$ cat src/logic/icache_pkg.sv
package icache_pkg;

  typedef logic [31:0] addr_t;
  typedef logic [31:0] word_t;

  // 32-byte lines, eight words each
  localparam int OFFSET_BITS = 5;
  localparam int WORDS_PER_LINE = 8;
  localparam int NUM_WAYS = 4;

  typedef word_t [WORDS_PER_LINE-1:0] line_t;

  // tree pseudo-LRU, the bits point at the next victim
  // bit 2: 1 picks ways 0/1, 0 picks ways 2/3
  // bit 1: 1 picks way 0, 0 picks way 1
  // bit 0: 1 picks way 2, 0 picks way 3
  typedef logic [2:0] lru_t;

  // address fed to the arrays
  typedef enum logic
  {
    curr_addr,
    held_addr
  } addr_sel_t;

  // source of a data array write
  typedef enum logic
  {
    no_fill,
    fill_from_mem
  } fill_sel_t;

  // registered lookup result, one per cycle
  typedef struct packed
  {
    addr_t addr;
    logic hit;
    logic [NUM_WAYS-1:0] hit_way;
    logic [NUM_WAYS-1:0] valid;
    lru_t lru;
  } stage_t;

endpackage : icache_pkg

$ cat src/logic/icache_stage_if.sv
`timescale 1ns/1ps

interface icache_stage_if;
  import icache_pkg::*;

  // lookup result of the previous cycle
  stage_t rec;

  // commands from the controller
  addr_sel_t addr_sel;
  fill_sel_t fill_sel;
  logic [NUM_WAYS-1:0] way_fill;
  logic lru_load;
  lru_t lru_data;

  modport lookup (
    output rec,
    input  addr_sel,
    input  fill_sel,
    input  way_fill,
    input  lru_load,
    input  lru_data
  );

  modport control (
    input  rec,
    output addr_sel,
    output fill_sel,
    output way_fill,
    output lru_load,
    output lru_data
  );

endinterface : icache_stage_if

$ cat src/logic/icache_control.sv
`timescale 1ns/1ps

module icache_control (
  input  logic clk,
  input  logic rst,
  input  logic mem_read,
  output logic mem_resp,
  input  logic pmem_resp,
  output logic pmem_read,
  icache_stage_if.control stage
);
  import icache_pkg::*;

  // START idle, MISS evaluates the record and waits on memory,
  // HIT is the cycle after a response or a fill
  typedef enum logic [1:0]
  {
    START,
    MISS,
    HIT
  } state_t;

  state_t state;
  state_t next_state;

  logic [NUM_WAYS-1:0] victim;
  lru_t lru_next;

  // lowest invalid way first, then the tree victim
  always_comb
  begin
    victim = '0;
    if (!stage.rec.valid[0])
      victim[0] = 1'b1;
    else if (!stage.rec.valid[1])
      victim[1] = 1'b1;
    else if (!stage.rec.valid[2])
      victim[2] = 1'b1;
    else if (!stage.rec.valid[3])
      victim[3] = 1'b1;
    else if (!stage.rec.lru[2])
    begin
      if (stage.rec.lru[0])
        victim[2] = 1'b1;
      else
        victim[3] = 1'b1;
    end
    else
    begin
      if (stage.rec.lru[1])
        victim[0] = 1'b1;
      else
        victim[1] = 1'b1;
    end
  end

  // point away from the hit way, the other pair keeps its bit
  always_comb
  begin
    lru_next = stage.rec.lru;
    if (stage.rec.hit_way[0])
      lru_next = {1'b0, 1'b0, stage.rec.lru[0]};
    else if (stage.rec.hit_way[1])
      lru_next = {1'b0, 1'b1, stage.rec.lru[0]};
    else if (stage.rec.hit_way[2])
      lru_next = {1'b1, stage.rec.lru[1], 1'b0};
    else if (stage.rec.hit_way[3])
      lru_next = {1'b1, stage.rec.lru[1], 1'b1};
  end

  always_comb
  begin
    mem_resp = 1'b0;
    pmem_read = 1'b0;
    stage.addr_sel = curr_addr;
    stage.fill_sel = no_fill;
    stage.way_fill = '0;
    stage.lru_load = 1'b0;
    stage.lru_data = lru_next;
    next_state = state;

    case (state)
      START:
      begin
        if (mem_read)
          next_state = MISS;
      end

      MISS:
      begin
        stage.addr_sel = held_addr;
        if (!mem_read)
          next_state = START;
        else if (stage.rec.hit)
        begin
          mem_resp = 1'b1;
          stage.lru_load = 1'b1;
          // let the next cpu address reach the arrays
          stage.addr_sel = curr_addr;
          next_state = HIT;
        end
        else
        begin
          pmem_read = 1'b1;
          if (pmem_resp)
          begin
            stage.way_fill = victim;
            stage.fill_sel = fill_from_mem;
            next_state = HIT;
          end
        end
      end

      HIT:
      begin
        // record is one cycle stale here, look up the cpu address again
        if (mem_read)
          next_state = MISS;
        else
          next_state = START;
      end

      default:
      begin
        next_state = START;
      end
    endcase
  end

  always_ff @(posedge clk)
  begin
    if (rst)
      state <= START;
    else
      state <= next_state;
  end

endmodule : icache_control

$ cat src/flat_wrapper.sv
// flat-port wrapper written by rule: the top's interface ports become plain ports
module icache_control_flat import icache_pkg::*;
  (clk, rst, mem_read, mem_resp, pmem_resp, pmem_read, stage_rec, stage_addr_sel, stage_fill_sel, stage_way_fill, stage_lru_load, stage_lru_data);
  icache_stage_if stage_i ();
  input  logic clk;
  input  logic rst;
  input  logic mem_read;
  output logic mem_resp;
  input  logic pmem_resp;
  output logic pmem_read;
  input wire logic [$bits(stage_i.rec)-1:0] stage_rec;
  output wire logic [$bits(stage_i.addr_sel)-1:0] stage_addr_sel;
  output wire logic [$bits(stage_i.fill_sel)-1:0] stage_fill_sel;
  output wire logic [$bits(stage_i.way_fill)-1:0] stage_way_fill;
  output wire logic [$bits(stage_i.lru_load)-1:0] stage_lru_load;
  output wire logic [$bits(stage_i.lru_data)-1:0] stage_lru_data;
  assign stage_i.rec = stage_rec;
  assign stage_addr_sel = stage_i.addr_sel;
  assign stage_fill_sel = stage_i.fill_sel;
  assign stage_way_fill = stage_i.way_fill;
  assign stage_lru_load = stage_i.lru_load;
  assign stage_lru_data = stage_i.lru_data;
  icache_control u_core (.clk(clk), .rst(rst), .mem_read(mem_read), .mem_resp(mem_resp), .pmem_resp(pmem_resp), .pmem_read(pmem_read), .stage(stage_i));
endmodule
$ cat config.mk
export PLATFORM = sky130hd
export DESIGN_NAME = icache_control_flat
export DESIGN_NICKNAME = d
export VERILOG_FILES = /design/src/logic/icache_pkg.sv /design/src/logic/icache_stage_if.sv /design/src/logic/icache_control.sv /design/src/flat_wrapper.sv
export SDC_FILE = /design/constraint.sdc
export NUM_CORES = 1
export LEC_CHECK = 0
export ABC_CLOCK_PERIOD_IN_PS = 1000
export BUFFER_PORTS_ARGS = -buffer_cell sky130_fd_sc_hd__buf_2
export CAP_MARGIN = 20
export CORE_AREA = 2 2 39 41
export DETAILED_ROUTE_END_ITERATION = 6
export DIE_AREA = 0 0 41 43
export PLACE_DENSITY = 0.76
export SYNTH_ARGS = -nofsm -noshare
export SYNTH_HDL_FRONTEND = slang
export SYNTH_SLANG_ARGS = --single-unit
$ cat constraint.sdc
create_clock -name clk -period 1 [get_ports clk]
set_input_delay 0.1 -clock clk [delete_from_list [all_inputs] [get_ports clk]]
set_output_delay 0.1 -clock clk [all_outputs]
set_load 0.05 [all_outputs]
---- Word level (Yosys, flattened, before mapping) ----
Index checks and enable logic that the tools add are counted.
storage, ports and cells
  word-level logic and storage cells ...... 49
  memory bits (writable) .................. 0
  output and inout port bits .............. 12
  input bits .............................. 48
  register bits ........................... 2
  memories ................................ 0
  latch bits .............................. 0
  memory bits (read-only) ................. 0
cells by class
  magnitude comparators ................... 0
  reduce and logical (&&, ||, !) cells .... 2
  equality and inequality tests ........... 4
  shift-type cells ........................ 0
  mux-type cells .......................... 42
  div/mod/pow operators ................... 0
  $add $sub $neg .......................... 0
  bitwise logic cells ..................... 0
  multipliers ............................. 0
operators by type and width
  kind                count
  $mux 1              23
  $mux 3              6
  $mux 2              8
  $mux 4              4
  $pmux 2 s3          1
  $ne 4x4->1 const B  1
  $eq 2x1->1 const B  1
  $eq 2x2->1 const B  1
  $logic_not 2->1     1
  $ne 2x2->1 const B  1
  $reduce_and 2->1    1

---- Depth between registers and ports, before layout ----
  depth after elaboration ................. 10
  depth in mapped cells ................... 3
  mapped depth without buffers ............ 3

---- Worst setup path after synthesis ----
Ideal clock, no wire load.
  path type ............................... register to output
  from .................................... reg u_core.state[1]
  to ...................................... out stage_way_fill[2]
  data required time ...................... 0.900 ns
  buffers on the path ..................... 0
  cell stages (with the launch flop) ...... 4
  setup slack ............................. -0.832 ns
  data arrival time ....................... 1.732 ns
  cell sequence ........................... dfxtp_1 and4bb_2 nand4_1 a21oi_1
between the ends
  cells in the longest elaborated chain, start to end .. 2
RTL lines
  what                    RTL line               text
  start, declared         icache_control.sv:23   state_t state;
  start signal, assigned  icache_control.sv:135  state <= next_state;
  $eq 2x1->1              icache_control.sv:82   case (state)
  $mux 4                  icache_control.sv:82
  end, declared           flat_wrapper.sv:14     output wire logic [$bits(stage_i.way_fill)-1:0] stage_way_fill;
No other way between the ends.

---- Final worst setup path ----
Ends and elaborated chain as after synthesis.

==> metrics.yaml <==
sta:
  fmax_mhz: 662
  finalCriticalPeriod_ns: 1.51
  worst_pin_slew_ns: 0.265
  setup_violations: 11
  finalHoldViolCount: 0
  relSlewSlack_pct: 82.3
  finalCritPeriodShare_pct: 151
  fin_skew_ns: 0.00243
  setup_ws_ns: -0.511
  rsz0062_at_grt: "true"
  slew_viol_final: 0
synthesis:
  synth_seq_cells: 2
  ys.flop_type: "dfxtp_1"
  async_flop_share_pct: 0
  syn_area_um2: 213
  synth_top_area_cell: "dfxtp_1"
  syn_inst: 31
  syn_avg_cell_area_um2: 6.86
  synthTopCellsByCount: "a21oi_1 (5), nor2_1 (5), o21ai_0 (3)"
  synthTopCellsByArea: "dfxtp_1 (19%), a21oi_1 (12%), nor2_1 (8.8%), o21ai_0 (7.1%), and4bb_2 (5.9%)"
  synth_edf_count: 0
  ys_warn_count: 0
  synth.distinct_cells: 18
  seq_area_frac_synth_pct: 18.8
  synth_top_area_share_pct: 18.8
  syn_nets: 79
power_and_ir_drop:
  powerDensity_nw_per_um2: 781
  p_total_mw: 0.485
  power_frac_clock_pct: 38.0
  combPwrFrac_pct: 44.4
  intPower_mw: 0.311
  peakVddDrop_v: 0.000623
  p_sw_share_pct: 36.0
  switchingPower_mw: 0.174
  leakagePower_nw: 0.287
  pwr-share-seq_pct: 17.6
global_route:
  grt_pass1_vias: 372
  grt_first_pass_wirelength_um: 1430
  gr-total-overflow: 0
  grt_usage_pct: 11.9
  grt_max_degree: 5
  antenna_found_initial: 0
setup_path:
  critPathKind: "flip-flop to primary output"
  required_ns: 0.90
  critPathArrivalTime_ns: 1.41
  cp-end-kind: "primary output"
  cpPeakStageDelay_ns: 0.29
  path_cells: "and4bb_4 -> nand4_1 -> a21oi_4 -> buf_6"
  critical-path-slowest-cell: "dfxtp_1"
  crit_path_start_kind: "flip-flop"
  crit_path_max_fanout: 2
place:
  dpl-instance-area_um2: 457
  dpl.hpwl_um: 684
  dp.cells: 80
  gp_congestion: 0.715
  io_buffers: 27
  dp_slack_ns: -0.335
cts:
  clockBufferDepth: 2
  cts_buffers: 3
  clkSinkCount: 2
  clk_pin_slew_ns: 0.03
  htree_levels: 1
  root_buffer: "clkbuf_4"
  cts_tree: "yes"
  clk_latency_ns: 0.23
cells_and_area:
  top_register: "u_core.state"
  area_growth_pct: 192
  fin_area_um2: 621
  post-route-util_pct: 44.8
  top_regs: "u_core.state x2"
  fin_cells: 87
  antennaDiodeCount: 0
  drive_above_1_share_pct: 76.1
  largest_reg_flops: 2
  nets: 121
drt:
  drt_iter0_drc: 3
  wirelength_um: 972
  post_drt_wl_per_cell_um: 11.2
  dr.pass1.iters: 4
  avgViaCountPerCell: 4.61
  via_count: 401
  antenna_left: 0
  drc: 0
run_status:
  status: "finished, violations left"
  violations: "negative setup slack"
run:
  cap_violations: 0
floorplan:
  die_y_um: 43
  rows: 14
  initial_core_util_pct: 15.4
  coreArea_um2: 1380
  die_w_um: 41
  dieArea_um2: 1760
  io_pins: 60
min_path:
  hp-class: "primary input to flip-flop"
## cells in the final DEF, fill, tap and decap left out, drive strengths merged
cell type	Yosys	routed
buf	1	37
nand3	1	1
and3	1	1
and2	2	2
nand2b	2	2
nand4	1	1
dfxtp	2	2
and4b	1	1
nand3b	1	1
o31a	1	1
or3	1	1
nor2	5	5
nor3	1	1
clkbuf	0	4
and4bb	1	1
nand2	2	2
o21ai	3	3
a21oi	5	5
## layer usage
metal,vias to the layer above,part of all wire (%),track usage (%)
met4,0,1.0,3.33
met3,2,7.7,6.81
met1,188,33,13.1
met5,-,0,0
met2,17,58,18.8
li1,194,-,-
## path summary, 6_finish.rpt
kind	start	endpoint	slack, ns	cells past startpoint
worst min register to register	u_core.state[0]$_SDFFE_PP0P_	u_core.state[0]$_SDFFE_PP0P_	0.56	2
worst max-delay path	u_core.state[1]$_SDFFE_PP0P_	stage_way_fill[2]	-0.51	4
worst min-delay path	pmem_resp	u_core.state[0]$_SDFFE_PP0P_	0.21	3
worst max register to register	u_core.state[1]$_SDFFE_PP0P_	u_core.state[1]$_SDFFE_PP0P_	-0.11	6
## logic make-up after synthesis
group / after synthesis / synth area share [%]
simple gates: 19 / 54.7
flops: 2 / 18.8
buf+inv: 1 / 3.53
compound gates: 9 / 22.9
## stage by stage
step | hold WS (ns) | TNS (ns)
final | 0.214 | -3.26
after global routing | 0.226 | -3.77
after CTS | 0.178 | -2.91
after detailed placement | 0.390 | -1.51
after global placement | 0.386 | -1.29
after floorplan | 0.254 | -1.78
## power groups by stage
stage	combinational, mW	sequential, mW	clock [mW]
global route	0.228	0.0854	0.196
floorplan	0.0947	0.0868	0
CTS	0.197	0.0853	0.190
global placement	0.174	0.0860	0
detailed placement	0.178	0.0864	0
finish	0.215	0.0853	0.184
## critical path: cells and delay by family, from the launching register on
family | cells | cell delay (ns)
buffers and inverters | 1 | 0.17
AO/OA/AOI/OAI | 1 | 0.20
flip-flops | 1 | 0.29
AND/OR/NAND/NOR | 2 | 0.51
## area by class of cell
| type | count | area [um2] |
|---|---|---|
| clock buffers | 3 | 22.5 |
| fillers | 138 | 763 |
| repair buffers | 38 | 303 |
| well taps | 16 | 20.0 |
| multi-input cells | 28 | 235 |
| flip-flops and latches | 2 | 40.0 |
## timing repair
action | in CTS | in global routing
hold buffers | 0 | 0
gates resized for setup | 22 | 10
setup buffers | 1 | 3
pin swaps | 4 | 2
setup endpoints to repair | 11 | 12
cloned | 0 | 0
Power figures use the tool's default switching activity.
